$ cat config.mk
export PLATFORM = sky130hd
export DESIGN_NAME = mcu_top
export DESIGN_NICKNAME = d
export VERILOG_FILES = /design/src/rtl/mcu_pkg.sv /design/src/rtl/uart_rx.sv /design/src/rtl/code_loader.sv /design/src/rtl/cpu_core.sv /design/src/rtl/uart_tx.sv /design/src/rtl/mcu_top.sv
export SDC_FILE = /design/constraint.sdc
export NUM_CORES = 1
export LEC_CHECK = 0
export BUFFER_PORTS_ARGS = -buffer_cell sky130_fd_sc_hd__buf_2
export CORE_MARGIN = 2
export CORE_UTILIZATION = 56
export CTS_CLUSTER_DIAMETER = 50
export DETAILED_ROUTE_END_ITERATION = 10
export GPL_TIMING_DRIVEN = 0
export PLACE_DENSITY = 0.76
export RECOVER_POWER = 25
export SYNTH_ARGS = -nofsm -noshare
export SYNTH_HDL_FRONTEND = slang
export SYNTH_SLANG_ARGS = --single-unit
$ cat constraint.sdc
create_clock -name i_clk -period 2.8 [get_ports i_clk]
set_input_delay 0.56 -clock i_clk [delete_from_list [all_inputs] [get_ports i_clk]]
set_output_delay 0.56 -clock i_clk [all_outputs]
set_load 0.02 [all_outputs]
$ cat src/rtl/mcu_pkg.sv
`default_nettype none

package mcu_pkg;

   localparam int CODE_DEPTH = 512;             // code memory locations

   typedef logic [$clog2(CODE_DEPTH)-1:0] code_addr_t;
   typedef logic [7:0]                    byte_t;
   typedef logic [15:0]                   dptr_t;

   // reduced 8051 opcode set
   typedef enum logic [7:0] {
      LJMP   = 8'h02,   // ljmp addr16
      INCA   = 8'h04,
      RRC    = 8'h13,
      DECA   = 8'h14,
      ADDAI  = 8'h24,   // add a,#imm
      RLC    = 8'h33,
      JC     = 8'h40,
      JNC    = 8'h50,
      JZ     = 8'h60,
      XRLA   = 8'h64,   // xrl a,#imm
      JNZ    = 8'h70,
      MOVAI  = 8'h74,   // mov a,#imm
      SJMP   = 8'h80,
      MOVDP  = 8'h90,   // mov dptr,#imm16
      SUBBAI = 8'h94,   // subb a,#imm
      CLRC   = 8'hC3,
      SETBC  = 8'hD3,
      MOVXAD = 8'hE0,   // movx a,@dptr
      CLRA   = 8'hE4,
      MOVXDA = 8'hF0,   // movx @dptr,a
      CPLA   = 8'hF4
   } opcode_e;

   typedef enum logic [2:0] {
      FETCH   = 3'd0,
      DECODE0 = 3'd1,
      DECODE1 = 3'd2,
      DECODE2 = 3'd3,
      EXECUTE = 3'd4
   } cpu_state_e;

   // memory mapped uart
   localparam dptr_t TX_STATUS_ADDR = 16'h0200;   // bit 0 is tx busy
   localparam dptr_t TX_DATA_ADDR   = 16'h0201;

endpackage

`default_nettype wire

$ cat src/rtl/uart_rx.sv
`timescale 1ns/1ps
`default_nettype none

module uart_rx import mcu_pkg::*; #(
   parameter int CLKS_PER_BIT = 104
) (
   input  logic  i_clk,
   input  logic  i_nrst,
   input  logic  i_rx,
   output logic  o_valid,
   output byte_t o_byte
);

   localparam int CW = $clog2(CLKS_PER_BIT);
   localparam logic [CW-1:0] LAST = CW'(CLKS_PER_BIT - 1);
   localparam logic [CW-1:0] HALF = CW'(CLKS_PER_BIT / 2 - 1);   // start bit centre

   typedef enum logic [1:0] {RX_IDLE, RX_START, RX_DATA, RX_STOP} rx_state_e;

   rx_state_e     state;
   logic          rx_s;       // resynced line
   logic [CW-1:0] cnt;
   byte_t         shreg;

   always_ff @(posedge i_clk or negedge i_nrst) begin
      if (!i_nrst) begin
         rx_s <= 1'b1;         // line idles high
      end else begin
         rx_s <= i_rx;
      end
   end

   //////////////////////////////
   // frame fsm
   always_ff @(posedge i_clk or negedge i_nrst) begin
      if (!i_nrst) begin
         state   <= RX_IDLE;
         cnt     <= '0;
         o_valid <= 1'b0;
      end else begin
         o_valid <= 1'b0;
         cnt     <= cnt + CW'(1);
         case (state)
            RX_IDLE: begin
               cnt <= '0;
               if (!rx_s) state <= RX_START;
            end
            RX_START: begin
               if (cnt == HALF) begin
                  cnt   <= '0;
                  state <= rx_s ? RX_IDLE : RX_DATA;   // back to idle on a glitch
               end
            end
            RX_DATA: begin
               if (cnt == LAST) begin
                  cnt <= '0;
                  // marker in bit 0 means this is the eighth bit
                  if (shreg[0]) state <= RX_STOP;
               end
            end
            default: begin   // pulse at the stop bit centre
               if (cnt == LAST) begin
                  o_valid <= 1'b1;
                  state   <= RX_IDLE;
               end
            end
         endcase
      end
   end

   always_ff @(posedge i_clk) begin
      if (state == RX_START && cnt == HALF) begin
         shreg <= 8'h80;                  // marker bit
      end else if (state == RX_DATA && cnt == LAST) begin
         shreg <= {rx_s, shreg[7:1]};     // lsb first
      end
   end

   assign o_byte = shreg;

endmodule

`default_nettype wire

$ cat src/rtl/code_loader.sv
`timescale 1ns/1ps
`default_nettype none

module code_loader import mcu_pkg::*; #(
   parameter int LOAD_BYTES = CODE_DEPTH
) (
   input  logic       i_clk,
   input  logic       i_nrst,
   input  logic       i_valid,
   input  byte_t      i_byte,
   input  code_addr_t i_fetch_addr,
   output logic       o_code_wr,
   output code_addr_t o_code_addr,
   output byte_t      o_code_data,
   output logic       o_boot_done
);

   code_addr_t wr_addr;     // bytes received so far
   logic       boot_done;
   logic       last_byte;

   assign last_byte = (wr_addr == code_addr_t'(LOAD_BYTES - 1));
   assign o_code_wr = i_valid & ~boot_done;   // late bytes are dropped

   always_ff @(posedge i_clk or negedge i_nrst) begin
      if (!i_nrst) begin
         wr_addr   <= '0;
         boot_done <= 1'b0;
      end else if (o_code_wr) begin
         wr_addr <= wr_addr + code_addr_t'(1);
         if (last_byte) boot_done <= 1'b1;
      end
   end

   // core owns the address once loaded
   assign o_code_addr = boot_done ? i_fetch_addr : wr_addr;
   assign o_code_data = i_byte;
   assign o_boot_done = boot_done;

endmodule

`default_nettype wire

$ cat src/rtl/cpu_core.sv
`timescale 1ns/1ps
`default_nettype none

module cpu_core import mcu_pkg::*; (
   input  logic       i_clk,
   input  logic       i_nrst,
   input  logic       i_boot_done,
   input  byte_t      i_code_data,
   input  logic       i_tx_busy,
   output code_addr_t o_fetch_addr,
   output logic       o_tx_start,
   output byte_t      o_tx_byte
);

   cpu_state_e state;
   cpu_state_e state_next;
   code_addr_t pc;
   code_addr_t pc_next;
   logic       pc_step;
   byte_t      acc;
   byte_t      acc_next;
   logic       carry;
   logic       carry_next;
   dptr_t      dptr;
   dptr_t      dptr_next;
   byte_t      op_q;          // opcode
   byte_t      op1_q;         // first operand byte
   byte_t      op2_q;         // second operand byte
   logic [8:0] sum;
   logic [8:0] diff;
   code_addr_t rel_target;
   logic       acc_zero;

   function automatic logic has_operand(byte_t op);
      case (op)
         ADDAI, SUBBAI, XRLA, MOVAI, JC, JNC, JZ, JNZ, SJMP,
         LJMP, MOVDP: has_operand = 1'b1;
         default:     has_operand = 1'b0;
      endcase
   endfunction

   function automatic logic is_long(byte_t op);
      is_long = (op == LJMP) || (op == MOVDP);   // 3-byte forms
   endfunction

   //////////////////////////////
   // sequencer
   always_comb begin
      state_next = state;
      case (state)
         FETCH:   if (i_boot_done) state_next = DECODE0;
         DECODE0: state_next = has_operand(i_code_data) ? DECODE1 : EXECUTE;
         DECODE1: state_next = is_long(op_q) ? DECODE2 : EXECUTE;
         DECODE2: state_next = EXECUTE;
         default: state_next = FETCH;
      endcase
   end

   // pc runs one byte ahead of the data coming back
   assign pc_step = (state == FETCH && i_boot_done) ||
                    (state == DECODE0 && has_operand(i_code_data)) ||
                    (state == DECODE1 && is_long(op_q));

   always_ff @(posedge i_clk or negedge i_nrst) begin
      if (!i_nrst) begin
         state <= FETCH;
         pc    <= '0;
         acc   <= '0;
         carry <= 1'b0;
         dptr  <= '0;
      end else begin
         state <= state_next;
         if (state == EXECUTE) begin
            pc    <= pc_next;
            acc   <= acc_next;
            carry <= carry_next;
            dptr  <= dptr_next;
         end else if (pc_step) begin
            pc <= pc + code_addr_t'(1);   // wraps at 9 bits
         end
      end
   end

   always_ff @(posedge i_clk) begin
      case (state)
         DECODE0: op_q  <= i_code_data;
         DECODE1: op1_q <= i_code_data;
         DECODE2: op2_q <= i_code_data;
         default: ;
      endcase
   end

   //////////////////////////////
   // execute
   assign sum        = {1'b0, acc} + {1'b0, op1_q};
   assign diff       = {1'b0, acc} - {1'b0, op1_q} - {8'h00, carry};   // bit 8 is borrow
   assign rel_target = pc + {op1_q[7], op1_q};     // pc already past the operand
   assign acc_zero   = (acc == 8'h00);

   always_comb begin
      acc_next   = acc;
      carry_next = carry;
      dptr_next  = dptr;
      pc_next    = pc;
      case (op_q)
         MOVAI:  acc_next = op1_q;
         ADDAI:  {carry_next, acc_next} = sum;
         SUBBAI: {carry_next, acc_next} = diff;
         XRLA:   acc_next = acc ^ op1_q;
         INCA:   acc_next = acc + 8'd1;
         DECA:   acc_next = acc - 8'd1;
         CLRA:   acc_next = 8'h00;
         CPLA:   acc_next = ~acc;
         RLC:    {carry_next, acc_next} = {acc, carry};   // through carry
         RRC:    {acc_next, carry_next} = {carry, acc};
         CLRC:   carry_next = 1'b0;
         SETBC:  carry_next = 1'b1;
         LJMP:   pc_next = {op1_q[0], op2_q};             // low 9 bits of target
         SJMP:   pc_next = rel_target;
         JC:     if (carry) pc_next = rel_target;
         JNC:    if (!carry) pc_next = rel_target;
         JZ:     if (acc_zero) pc_next = rel_target;
         JNZ:    if (!acc_zero) pc_next = rel_target;
         MOVDP:  dptr_next = {op1_q, op2_q};
         // only the uart status reads back something
         MOVXAD: acc_next = (dptr == TX_STATUS_ADDR) ? {7'h00, i_tx_busy} : 8'h00;
         default: ;   // movx write and unknown opcodes
      endcase
   end

   // write to the data port kicks the transmitter
   assign o_tx_start   = (state == EXECUTE) && (op_q == MOVXDA) && (dptr == TX_DATA_ADDR);
   assign o_tx_byte    = acc;
   assign o_fetch_addr = pc;

endmodule

`default_nettype wire

$ cat src/rtl/uart_tx.sv
`timescale 1ns/1ps
`default_nettype none

module uart_tx import mcu_pkg::*; #(
   parameter int CLKS_PER_BIT = 104
) (
   input  logic  i_clk,
   input  logic  i_nrst,
   input  logic  i_start,
   input  byte_t i_byte,
   output logic  o_tx,
   output logic  o_busy
);

   localparam int CW = $clog2(CLKS_PER_BIT);
   localparam logic [CW-1:0] LAST = CW'(CLKS_PER_BIT - 1);

   typedef enum logic [1:0] {TX_IDLE, TX_START, TX_SEND} tx_state_e;

   tx_state_e     state;
   logic [CW-1:0] cnt;
   logic [3:0]    nbit;       // 8 data bits then stop
   byte_t         shreg;
   logic          bit_end;

   assign bit_end = (cnt == LAST);

   always_ff @(posedge i_clk or negedge i_nrst) begin
      if (!i_nrst) begin
         state <= TX_IDLE;
         cnt   <= '0;
         nbit  <= '0;
      end else begin
         cnt <= bit_end ? '0 : cnt + CW'(1);
         case (state)
            TX_IDLE: begin
               cnt  <= '0;
               nbit <= '0;
               if (i_start) state <= TX_START;   // starts while busy are lost
            end
            TX_START: if (bit_end) state <= TX_SEND;
            default: begin
               if (bit_end) begin
                  nbit <= nbit + 4'd1;
                  if (nbit == 4'd8) state <= TX_IDLE;   // end of stop bit
               end
            end
         endcase
      end
   end

   always_ff @(posedge i_clk) begin
      if (state == TX_IDLE && i_start) begin
         shreg <= i_byte;
      end else if (state == TX_SEND && bit_end) begin
         shreg <= {1'b1, shreg[7:1]};   // ones fill in the stop bit
      end
   end

   assign o_tx   = (state == TX_IDLE) ? 1'b1 : (state == TX_START) ? 1'b0 : shreg[0];
   assign o_busy = (state != TX_IDLE);

endmodule

`default_nettype wire

$ cat src/rtl/mcu_top.sv
`timescale 1ns/1ps
`default_nettype none

module mcu_top import mcu_pkg::*; #(
   parameter int CLKS_PER_BIT = 104,
   parameter int LOAD_BYTES   = CODE_DEPTH
) (
   input  logic       i_clk,
   input  logic       i_nrst,
   input  logic       i_uart_rx,
   output logic       o_uart_tx,
   output logic       o_code_wr,
   output code_addr_t o_code_addr,
   output byte_t      o_code_data,
   input  byte_t      i_code_data
);

   logic       rx_valid;
   byte_t      rx_byte;
   logic       boot_done;
   code_addr_t fetch_addr;
   logic       tx_start;
   byte_t      tx_byte;
   logic       tx_busy;

   //////////////////////////////
   // rx -> loader -> core -> tx
   uart_rx #(.CLKS_PER_BIT(CLKS_PER_BIT)) u_rx (
      .i_clk(i_clk), .i_nrst(i_nrst), .i_rx(i_uart_rx),
      .o_valid(rx_valid), .o_byte(rx_byte)
   );

   code_loader #(.LOAD_BYTES(LOAD_BYTES)) u_loader (
      .i_clk(i_clk), .i_nrst(i_nrst), .i_valid(rx_valid), .i_byte(rx_byte),
      .i_fetch_addr(fetch_addr), .o_code_wr(o_code_wr), .o_code_addr(o_code_addr),
      .o_code_data(o_code_data), .o_boot_done(boot_done)
   );

   cpu_core u_core (
      .i_clk(i_clk), .i_nrst(i_nrst), .i_boot_done(boot_done), .i_code_data(i_code_data),
      .i_tx_busy(tx_busy), .o_fetch_addr(fetch_addr), .o_tx_start(tx_start),
      .o_tx_byte(tx_byte)
   );

   uart_tx #(.CLKS_PER_BIT(CLKS_PER_BIT)) u_tx (
      .i_clk(i_clk), .i_nrst(i_nrst), .i_start(tx_start), .i_byte(tx_byte),
      .o_tx(o_uart_tx), .o_busy(tx_busy)
   );

endmodule

`default_nettype wire

==> impl_metrics.py, run 1 <==
metrics = {
    "timing": {
        "fin_crit_sh_pct": 99.4,
        "fin_skew_ns": 0.0104,
        "rsz0062_at_grt": "true",
        "hold_violations": 0,
        "drv_slew": 72,
        "setup_ws_ns": 0.0173,
        "max_slew_margin_pct": -19.1,
        "finalCriticalPeriod_ns": 2.78,
        "setup_viol": 0,
        "max_freq_mhz": 359,
        "worst_pin_slew_ns": 1.79,
    },
    "yosys": {
        "synth_area_leader_cell": "dfrtp_1",
        "syn_nets": 774,
        "ys_ff_latch": 111,
        "yosysMostFrequentCell": "nor2_1",
        "avgSynthCellArea_um2": 9.66,
        "synth_edf_count": 32,
        "yosysSeqAreaShare_pct": 41.6,
        "yosysUniqueCellTypes": 75,
        "syn-cell-area_um2": 6960,
        "syn_inst": 721,
        "ys_async_sr_fraction_pct": 64.0,
        "synthTopCellsByArea": "dfrtp_1 25%, edfxtp_1 14%, ha_1 6.8%",
        "synth_ff_type": "dfrtp_1",
        "yosys_warnings": 0,
        "synth_common_cells": "76 x nor2_1, 70 x dfrtp_1, 47 x nand2_1",
        "synth.top_cell.area_share_pct": 25.2,
    },
    "power_and_ir_drop": {
        "p_leak_nw": 3.29,
        "ir_drop_v": 0.000411,
        "power_density_nw_per_um2": 392,
        "power_mw": 3.09,
    },
    "worst_setup_path": {
        "end_kind": "flop",
        "worstPathRequired_ns": 3.01,
        "worst-setup-path-type": "flop to flop",
        "cp_cell_sequence": "buf_4, ha_1, fa_1, a211oi_1, o31ai_1, a211oi_1, nor3_1, o21ai_0, o311ai_0",
        "critPathSlowestCell": "edfxtp_1",
        "critPathMostFrequentCell": "a211oi_1",
        "critPathArrivalTime_ns": 2.99,
        "cp_max_fo": 4,
        "cp_slowest_stage_delay_ns": 0.45,
        "critPathLaunchType": "flop",
    },
    "clocking": {
        "clk_latency_ns": 0.36,
        "cts_sinks": 111,
        "htree_levels": 3,
        "cts_hold_buf": 0,
        "cts_tree": "yes",
        "cts-buffers-inserted": 9,
        "cts.root.buffer_cell": "clkbuf_16",
        "clockBufferDepth": 2,
        "path_clk_slew_ns": 0.07,
    },
    "routing": {
        "routedWlPerCell_um": 18.4,
        "drcViolationCount": 0,
        "wl_mm": 17.5,
        "viasPerCell": 6.10,
        "drt_iter0_drc": 606,
        "detail-route-antenna-nets": 0,
        "dr.pass1.iters": 6,
        "num_vias": 5806,
    },
    "job": {
        "cap_violations": 1,
    },
    "global_routing": {
        "overflow": 0,
        "grt_pass1_vias": 5503,
        "grt_antenna_before_repair": 0,
        "gr-usage-met3_pct": 7.32,
        "grt_use_total_pct": 27.6,
        "grtUsageMet1_pct": 38.1,
        "top_usage_layer": "met2",
        "grt_max_degree": 72,
        "grt_pass1_wl_mm": 28.4,
        "use_met2_pct": 42.2,
    },
    "floorplan": {
        "die_area_um2": 13300,
        "fp.dieH_um": 115,
        "fp.dieW_um": 115,
        "rows": 40,
        "core-area_um2": 12100,
        "start_util_pct": 57.7,
        "io_pins": 30,
    },
    "finish": {
        "layout.nets": 832,
        "area_growth_pct": 13.1,
        "fin_util_pct": 65.3,
        "instances_no_fill": 952,
        "antennaDiodeCount": 0,
        "drive_gt1_share_pct": 17.7,
    },
    "place": {
        "portBuffers": 29,
        "place_ws_ns": -0.546,
        "hpwlAfterDp_mm": 12.6,
        "dp_cells": 918,
        "gp_congestion": 0.994,
    },
    "run_status": {
        "status": "finished with violations",
        "violations": "capacitance limit, slew limit",
    },
    "hold_path": {
        "worstHoldPathType": "input port to flop",
    },
}
-- logic make-up after synthesis --
family	count (synthesis)	share of synthesized area [%]
xor gates and xnor gates	39	4.91
DFF	111	41.6
AOI/OAI and AO/OA	160	15.4
buffers and inverters	68	3.97
and+or+nand+nor	252	18.4
muxes	49	7.62
adders and majority gates	42	7.98
-- area by class of cell --
type                            count  area, µm²
Buffer                             30        139
Clock buffer                        9        225
Clock inverter                      7       65.1
Fill cell                         997       4190
Inverter                           34        128
Multi-Input combinational cell    542       3900
Sequential cell                   111       2910
Tap cell                          168        210
Timing Repair Buffer               51        300
-- routing by layer --
metal,vias to the layer above,routed length (µm)
met1,2784,7600
li1,2729,-
met2,245,7860
met5,-,0
met4,0,542
met3,48,1480
-- repair_timing --
item                       CTS  global route
setup endpoints to repair   33            31
gates resized for setup     19            17
pin swaps                    2             9
buffers inserted             4            18
-- where the power goes --
group | switching (mW) | leakage [nW] | internal (mW) | total, mW
sequential | 0.0365 | 1.28 | 1.70 | 1.73
clock | 0.617 | 0.138 | 0.621 | 1.24
combinational | 0.0717 | 1.87 | 0.0452 | 0.117
-- worst max-delay path: cells and delay by family, from the launching register on --
family	cells	cell delay, ns
compound gates	5	1.29
fa+ha+maj	2	0.63
buf+inv	1	0.20
flops	1	0.45
simple gates	1	0.07
-- flip-flops by register name, summed over array words and instances (netlist names) --
| name | count |
|---|---|
| u_loader.wr_addr | 9 |
| u_tx.cnt | 7 |
| u_core.o_fetch_addr | 9 |
| u_rx.rx_s | 1 |
| u_core.dptr | 16 |
| u_loader.o_boot_done | 1 |
| u_rx.state | 2 |
| u_tx.shreg | 8 |
| u_rx.cnt | 7 |
| u_core.op2_q | 8 |
| u_tx.nbit | 4 |
| u_core.carry | 1 |
| u_rx.o_byte | 8 |
| u_core.state | 3 |
| u_tx.state | 2 |
| u_core.op1_q | 8 |
| u_core.o_tx_byte | 8 |
| u_core.op_q | 8 |
| u_rx.o_valid | 1 |
-- through the flow --
stage               instance area, µm²   TNS (ns)  hold WS [ns]
floorplan                         6960          0         0.264
global placement                  7320      -7.76         0.445
detailed placement                7320      -7.50         0.463
CTS                               7720  -0.000411         0.290
global route                      7870     -0.195         0.285
finish                            7870          0         0.300
-- path summary, 6_finish.rpt --
check	start	to	slack, ns	cells after the start
min	i_uart_rx	u_rx.rx_s	0.30	1
max reg2reg	u_core.op1_q[0]	u_core.carry	0.02	9
min reg2reg	u_tx.cnt[0]	u_tx.cnt[0]	0.47	1
max	u_core.op1_q[0]	u_core.carry	0.02	9
min in group asynchronous	i_nrst	u_core.o_tx_byte[4]	0.65	1
max in group asynchronous	i_nrst	u_core.o_tx_byte[5]	0.94	1
-- layout by cell type (no fill, tap or decap), types with 6 or more instances in the layout --
cell type	instances
or2_2	6
a221oi_1	7
edfxtp_1	32
mux2i_1	17
nand4_1	7
and2_1	7
or3_1	7
buf_4	22
clkbuf_1	28
o22a_1	7
o21ai_1	6
inv_1	33
ha_1	36
nand3_1	24
nor2b_1	11
nand2_1	47
xor2_1	18
o22ai_1	10
a31oi_1	9
dfrtp_1	65
nor3b_1	7
o21ai_0	41
a21oi_1	21
nor2_1	75
mux2_2	32
dfxtp_1	8
xnor2_1	21
nand2b_1	8
nor3_1	21
o21a_1	7
a211oi_1	8
clkbuf_16	9
and3_1	8
buf_2	23
(Power assumes the default switching activity.)
==> run 2: changes to the inputs <==
ABC_AREA = 1   (was default)
CORE_MARGIN = 3   (was 2)
CORE_UTILIZATION = 57   (was 56)
PLACE_DENSITY = 0.78   (was 0.76)
==> impl_metrics.py, run 2 <==
metrics = {
    "floorplan": {
        "rows": 40,
        "fp.dieH_um": 117,
        "die_area_um2": 13800,
        "io_pins": 30,
        "fp.dieW_um": 117,
        "start_util_pct": 58.7,
        "core-area_um2": 12100,
    },
    "yosys": {
        "synth.top_cell.area_share_pct": 24.7,
        "synth_edf_count": 32,
        "avgSynthCellArea_um2": 7.68,
        "synth_top_family_by_area": "simple AND/OR/NAND/NOR gates",
        "synthTopCellsByArea": "dfrtp_1 25%, edfxtp_1 14%, nand2_1 12%",
        "syn-cell-area_um2": 7090,
        "yosys_warnings": 0,
        "synth_common_cells": "228 x nand2_1, 125 x inv_1, 80 x o21ai_0",
        "synth.mux.area_fraction_pct": 0.636,
        "yosysUniqueCellTypes": 50,
        "synth_area_leader_cell": "dfrtp_1",
        "syn_inst": 922,
        "synth_ff_type": "dfrtp_1",
        "syn_nets": 975,
        "yosysSeqAreaShare_pct": 40.9,
        "synthAdderAreaFrac_pct": 7.84,
        "synthSimpleGateAreaFrac_pct": 26.6,
        "ys_async_sr_fraction_pct": 64.0,
        "synth-compound-area-share_pct": 13.0,
        "ys_ff_latch": 111,
        "yosysMostFrequentCell": "nand2_1",
        "synth_xor_area_share_pct": 3.09,
    },
    "finish": {
        "area_growth_pct": 9.66,
        "most-common-layout-cells": "228 x nand2_1, 125 x inv_1, 77 x o21ai_0, 72 x nor2_1, 70 x dfrtp_1",
        "final_common_cell": "nand2_1",
        "fin_util_pct": 64.4,
        "seqCellArea_um2": 2900,
        "largest_reg_flops": 16,
        "layout.nets": 1017,
        "largest-register": "u_core.dptr",
        "drive_gt1_share_pct": 8.36,
        "nFillCells": 1082,
        "antennaDiodeCount": 0,
        "multiInputGateArea_um2": 3640,
    },
    "global_routing": {
        "grt_pass1_vias": 6111,
        "overflow": 0,
        "grt_pass1_wl_mm": 29.1,
        "grt_max_degree": 67,
        "grt_antenna_before_repair": 0,
        "grt_use_total_pct": 25.8,
    },
    "timing": {
        "max_freq_mhz": 380,
        "holdWs_ns": 0.298,
        "fin_skew_ns": 0.00586,
        "drv_slew": 67,
        "finalSetupTns_ns": 0,
        "finalCriticalPeriod_ns": 2.63,
        "hold_violations": 0,
        "fin_crit_sh_pct": 94.1,
        "worst_pin_slew_ns": 1.55,
        "setup_ws_ns": 0.167,
        "setup_viol": 0,
        "max_slew_margin_pct": -3.48,
        "rsz0062_at_grt": "true",
    },
    "routing": {
        "wl_met2_mm": 8.11,
        "wl_met3_mm": 1.16,
        "detail-route-antenna-nets": 0,
        "drcViolationCount": 0,
        "num_vias": 6397,
        "drt_iter0_drc": 614,
        "viasPerCell": 5.63,
        "routedWlPerCell_um": 15.5,
        "dr.max_layer_used": "met4",
        "wl_met1_mm": 7.63,
        "wl_mm": 17.6,
        "dr.pass1.iters": 6,
    },
    "power_and_ir_drop": {
        "ir_drop_v": 0.000336,
        "p_leak_nw": 3.69,
        "power_density_nw_per_um2": 418,
        "power_mw": 3.24,
    },
    "place": {
        "portBuffers": 29,
        "hpwlAfterDp_mm": 13.1,
        "place_ws_ns": 0.107,
        "gp_congestion": 0.933,
    },
    "worst_setup_path": {
        "end_kind": "flop",
        "reg2reg_depth": 12,
        "critPathLaunchType": "flop",
        "r2r_setup_slack_ns": 0.17,
        "worstPathRequired_ns": 3.05,
        "cp-startpoint": "u_core.op1_q[0]",
        "critPathArrivalTime_ns": 2.88,
        "cp_max_fo": 4,
        "worst-setup-path-type": "flop to flop",
        "regToRegStartpoint": "u_core.op1_q[0]",
    },
    "clocking": {
        "cts_sinks": 111,
        "cts_tree": "yes",
        "cts.root.buffer_cell": "clkbuf_16",
        "cts-buffers-inserted": 9,
        "clk_latency_ns": 0.35,
        "htree_levels": 3,
        "path_clk_slew_ns": 0.07,
        "clockBufferDepth": 2,
    },
    "hold_path": {
        "min_delay_path_depth": 1,
        "worstHoldPathType": "input port to flop",
        "hp-start": "i_uart_rx",
    },
    "run_status": {
        "status": "finished with violations",
        "violations": "capacitance limit, slew limit",
    },
    "job": {
        "cap_violations": 1,
    },
}
==> run 2: repair_timing <==
item / 4_1_cts / 5_1_grt
hold buffers: 1 / 0
gates resized for setup: 1 / 8
buffers inserted: 0 / 0
endpoints found under the setup margin: 8 / 12
cloned: 0 / 0
hold endpoints to repair: 4 / 0
==> run 2: final timing paths <==
path / end
max: u_core.o_tx_byte[4]
min: u_rx.rx_s
max reg2reg: u_core.o_tx_byte[4]
min reg2reg: u_tx.cnt[0]
max in group asynchronous: u_core.dptr[2]
min in group asynchronous: u_rx.cnt[0]
==> run 2: layout make-up <==
class / count / share of cell area, %
Clock buffer: 9 / 2.90
Inverter: 129 / 6.23
Tap cell: 168 / 2.71
Buffer: 14 / 1.01
Clock inverter: 7 / 1.03
Timing Repair Buffer: 31 / 1.92
Sequential cell: 111 / 37.3
Multi-Input combinational cell: 668 / 46.9
==> run 2: stage by stage <==
step / area, µm² / instances
global placement: 7440 / 1119
floorplan: 7090 / 922
CTS: 7790 / 1137
finish: 7770 / 1137
global route: 7770 / 1137
detailed placement: 7470 / 1120
==> run 2: power by group <==
| group | switching (mW) | internal (mW) | total [mW] |
|---|---|---|---|
| clock | 0.613 | 0.707 | 1.32 |
| combinational | 0.133 | 0.0622 | 0.195 |
| sequential | 0.0294 | 1.70 | 1.73 |
==> run 2: layer usage <==
metal | vias to the layer above | global-route usage (%)
met5 | - | 0
met4 | 0 | 12.4
met3 | 58 | 3.17
met2 | 230 | 41.0
met1 | 2975 | 35.3
li1 | 3134 | -
==> run 2: logic make-up (layout without fill, tap and decap cells) <==
family | after synthesis | count (layout)
mux | 4 | 4
flops | 111 | 111
compound gates | 170 | 170
buf+inv | 143 | 190
xor+xnor | 25 | 25
fa+ha+maj | 42 | 42
simple gates | 427 | 427
==> run 2: worst max-delay path, stage by stage, from the launching register on <==
cell	delay (ns)
edfxtp_1	0.46
inv_1	0.13
fa_1	0.46
fa_1	0.46
or2_2	0.34
a21oi_1	0.17
nand2_1	0.07
nand3_1	0.08
nand4_1	0.09
nor2_1	0.10
nand2_1	0.07
nand3_1	0.07
nand2_1	0.05
==> run 3: changes to the inputs <==
ABC_AREA = default   (was 1)
CORE_ASPECT_RATIO = 1.4   (was default)
CORE_MARGIN = default   (was 3)
CORE_UTILIZATION = 56   (was 57)
PLACE_DENSITY = 0.76   (was 0.78)
==> impl_metrics.py, run 3 (same netlist as run 1, synthesis figures left out) <==
metrics = {
    "run_status": {
        "status": "finished clean",
    },
    "clocking": {
        "cts_sinks": 111,
        "clockBufferDepth": 2,
        "cts_tree": "yes",
        "cts.root.buffer_cell": "clkbuf_16",
        "clk_latency_ns": 0.35,
        "cts-buffers-inserted": 9,
        "path_clk_slew_ns": 0.08,
        "htree_levels": 3,
    },
    "job": {
        "cap_violations": 0,
    },
    "finish": {
        "final_common_cell": "nor2_1",
        "area_growth_pct": 13.3,
        "largest-register": "u_core.dptr",
        "fin_util_pct": 65.8,
        "instances_no_fill": 932,
        "most-common-layout-cells": "75 x nor2_1, 66 x dfrtp_1, 47 x nand2_1, 38 x o21ai_0, 36 x ha_1",
        "drive_gt1_share_pct": 18.0,
        "largest_reg_flops": 16,
        "nFillCells": 964,
        "seqCellArea_um2": 2900,
        "layout.nets": 833,
        "antennaDiodeCount": 0,
        "multiInputGateArea_um2": 3920,
    },
    "timing": {
        "rsz0062_at_grt": "true",
        "fin_crit_sh_pct": 96.3,
        "drv_slew": 0,
        "fin_skew_ns": 0.0121,
        "setup_viol": 0,
        "worst_pin_slew_ns": 1.19,
        "setup_ws_ns": 0.104,
        "max_freq_mhz": 371,
        "hold_violations": 0,
        "finalCriticalPeriod_ns": 2.70,
        "max_slew_margin_pct": 20.2,
    },
    "power_and_ir_drop": {
        "power_density_nw_per_um2": 391,
        "seq_power_share_pct": 56.2,
        "p_switching_mw": 0.701,
        "p_sw_share_pct": 22.7,
        "p_leak_nw": 3.31,
        "power_mw": 3.08,
        "power_frac_clock_pct": 39.7,
        "ir_drop_v": 0.000345,
        "combPwrFrac_pct": 4.1,
        "intPower_mw": 2.38,
    },
    "routing": {
        "num_vias": 5802,
        "detail-route-antenna-nets": 0,
        "drt_iter0_drc": 430,
        "wl_mm": 18.0,
        "drcViolationCount": 0,
        "routedWlPerCell_um": 19.3,
        "viasPerCell": 6.23,
        "dr.pass1.iters": 5,
    },
    "hold_path": {
        "min_delay_path_depth": 1,
        "hp-start": "i_uart_rx",
        "worstHoldPathType": "input port to flop",
        "hold-path-endpoint": "u_rx.rx_s",
    },
    "place": {
        "portBuffers": 29,
        "hpwlAfterDp_mm": 13.2,
        "gp_congestion": 0.992,
        "dp_cells": 898,
        "place_ws_ns": -0.546,
    },
    "floorplan": {
        "start_util_pct": 58.0,
        "die_area_um2": 12900,
        "core-area_um2": 12000,
        "fp.dieH_um": 134,
        "rows": 47,
        "fp.dieW_um": 96.2,
        "io_pins": 30,
    },
    "worst_setup_path": {
        "worstPathRequired_ns": 3.04,
        "critPathLaunchType": "flop",
        "end_kind": "flop",
        "reg2reg_depth": 11,
        "r2r_setup_slack_ns": 0.10,
        "worst-setup-path-type": "flop to flop",
        "critPathArrivalTime_ns": 2.93,
        "cp_max_fo": 7,
        "regToRegStartpoint": "u_core.op_q[0]",
        "r2r-end": "u_core.o_tx_byte[6]",
    },
    "global_routing": {
        "grt_pass1_wl_mm": 28.7,
        "grt_use_total_pct": 29.5,
        "grt_pass1_vias": 5814,
        "grt_max_degree": 55,
        "overflow": 0,
        "grt_antenna_before_repair": 0,
    },
}
[run 3: worst max-delay path by stage]
stage                               end  cells after the start       startpoint
floorplan           u_core.o_tx_byte[6]                     10  u_core.op1_q[0]
global placement           u_core.carry                     10  u_core.op1_q[0]
detailed placement  u_core.o_tx_byte[6]                     10  u_core.op1_q[0]
CTS                 u_core.o_tx_byte[6]                     10  u_core.op1_q[0]
global route        u_core.o_tx_byte[6]                     11   u_core.op_q[0]
finish              u_core.o_tx_byte[6]                     11   u_core.op_q[0]
[run 3: layout make-up]
type                            count  area share [%]
Buffer                             28            1.67
Clock buffer                       11            3.08
Clock inverter                      5           0.539
Inverter                           34            1.62
Multi-Input combinational cell    542            49.6
Sequential cell                   111            36.8
Tap cell                          147            2.33
Timing Repair Buffer               54            4.33
[run 3: timing repair]
action,in CTS,in global routing
setup buffers,3,21
pin swaps,3,6
hold buffers,0,0
gates resized for setup,19,21
endpoints found under the setup margin,30,33
[run 3: critical path, cell delays in order (launching register included)]
cell and delay [ns]:
edfxtp_1 0.47, nor4b_4 0.40, nand3_4 0.19, xnor2_1 0.22
ha_2 0.27, nand2_1 0.07, nor2_1 0.10, mux2i_1 0.10
xnor2_1 0.14, a211o_1 0.32, a211oi_2 0.21, o21ai_1 0.09
[run 3: metrics by stage]
step	hold WS, ns	TNS, ns	area [µm²]
2_1_floorplan	0.264	0	6960
3_3_place_gp	0.445	-8.67	7290
3_5_place_dp	0.460	-9.34	7320
4_1_cts	0.0791	-0.108	7690
5_1_grt	0.292	-0.0359	7890
6_report	0.304	0	7890
[run 3: routing by layer]
layer	global-route usage, %	part of all wire [%]	up-vias
met2	49.8	50	234
met3	4.88	4.8	74
met1	34.0	38	2764
met5	0	0	-
met4	18.6	7.1	0
li1	-	-	2730
[run 3: power by group through the flow]
stage          Combinational [mW]  Sequential (mW)  Clock, mW
2_1_floorplan              0.0723             1.76          0
3_3_place_gp                0.118             1.76          0
3_5_place_dp                0.132             1.77          0
4_1_cts                     0.131             1.73       1.26
5_1_grt                     0.145             1.74       1.31
6_report                    0.127             1.73       1.22
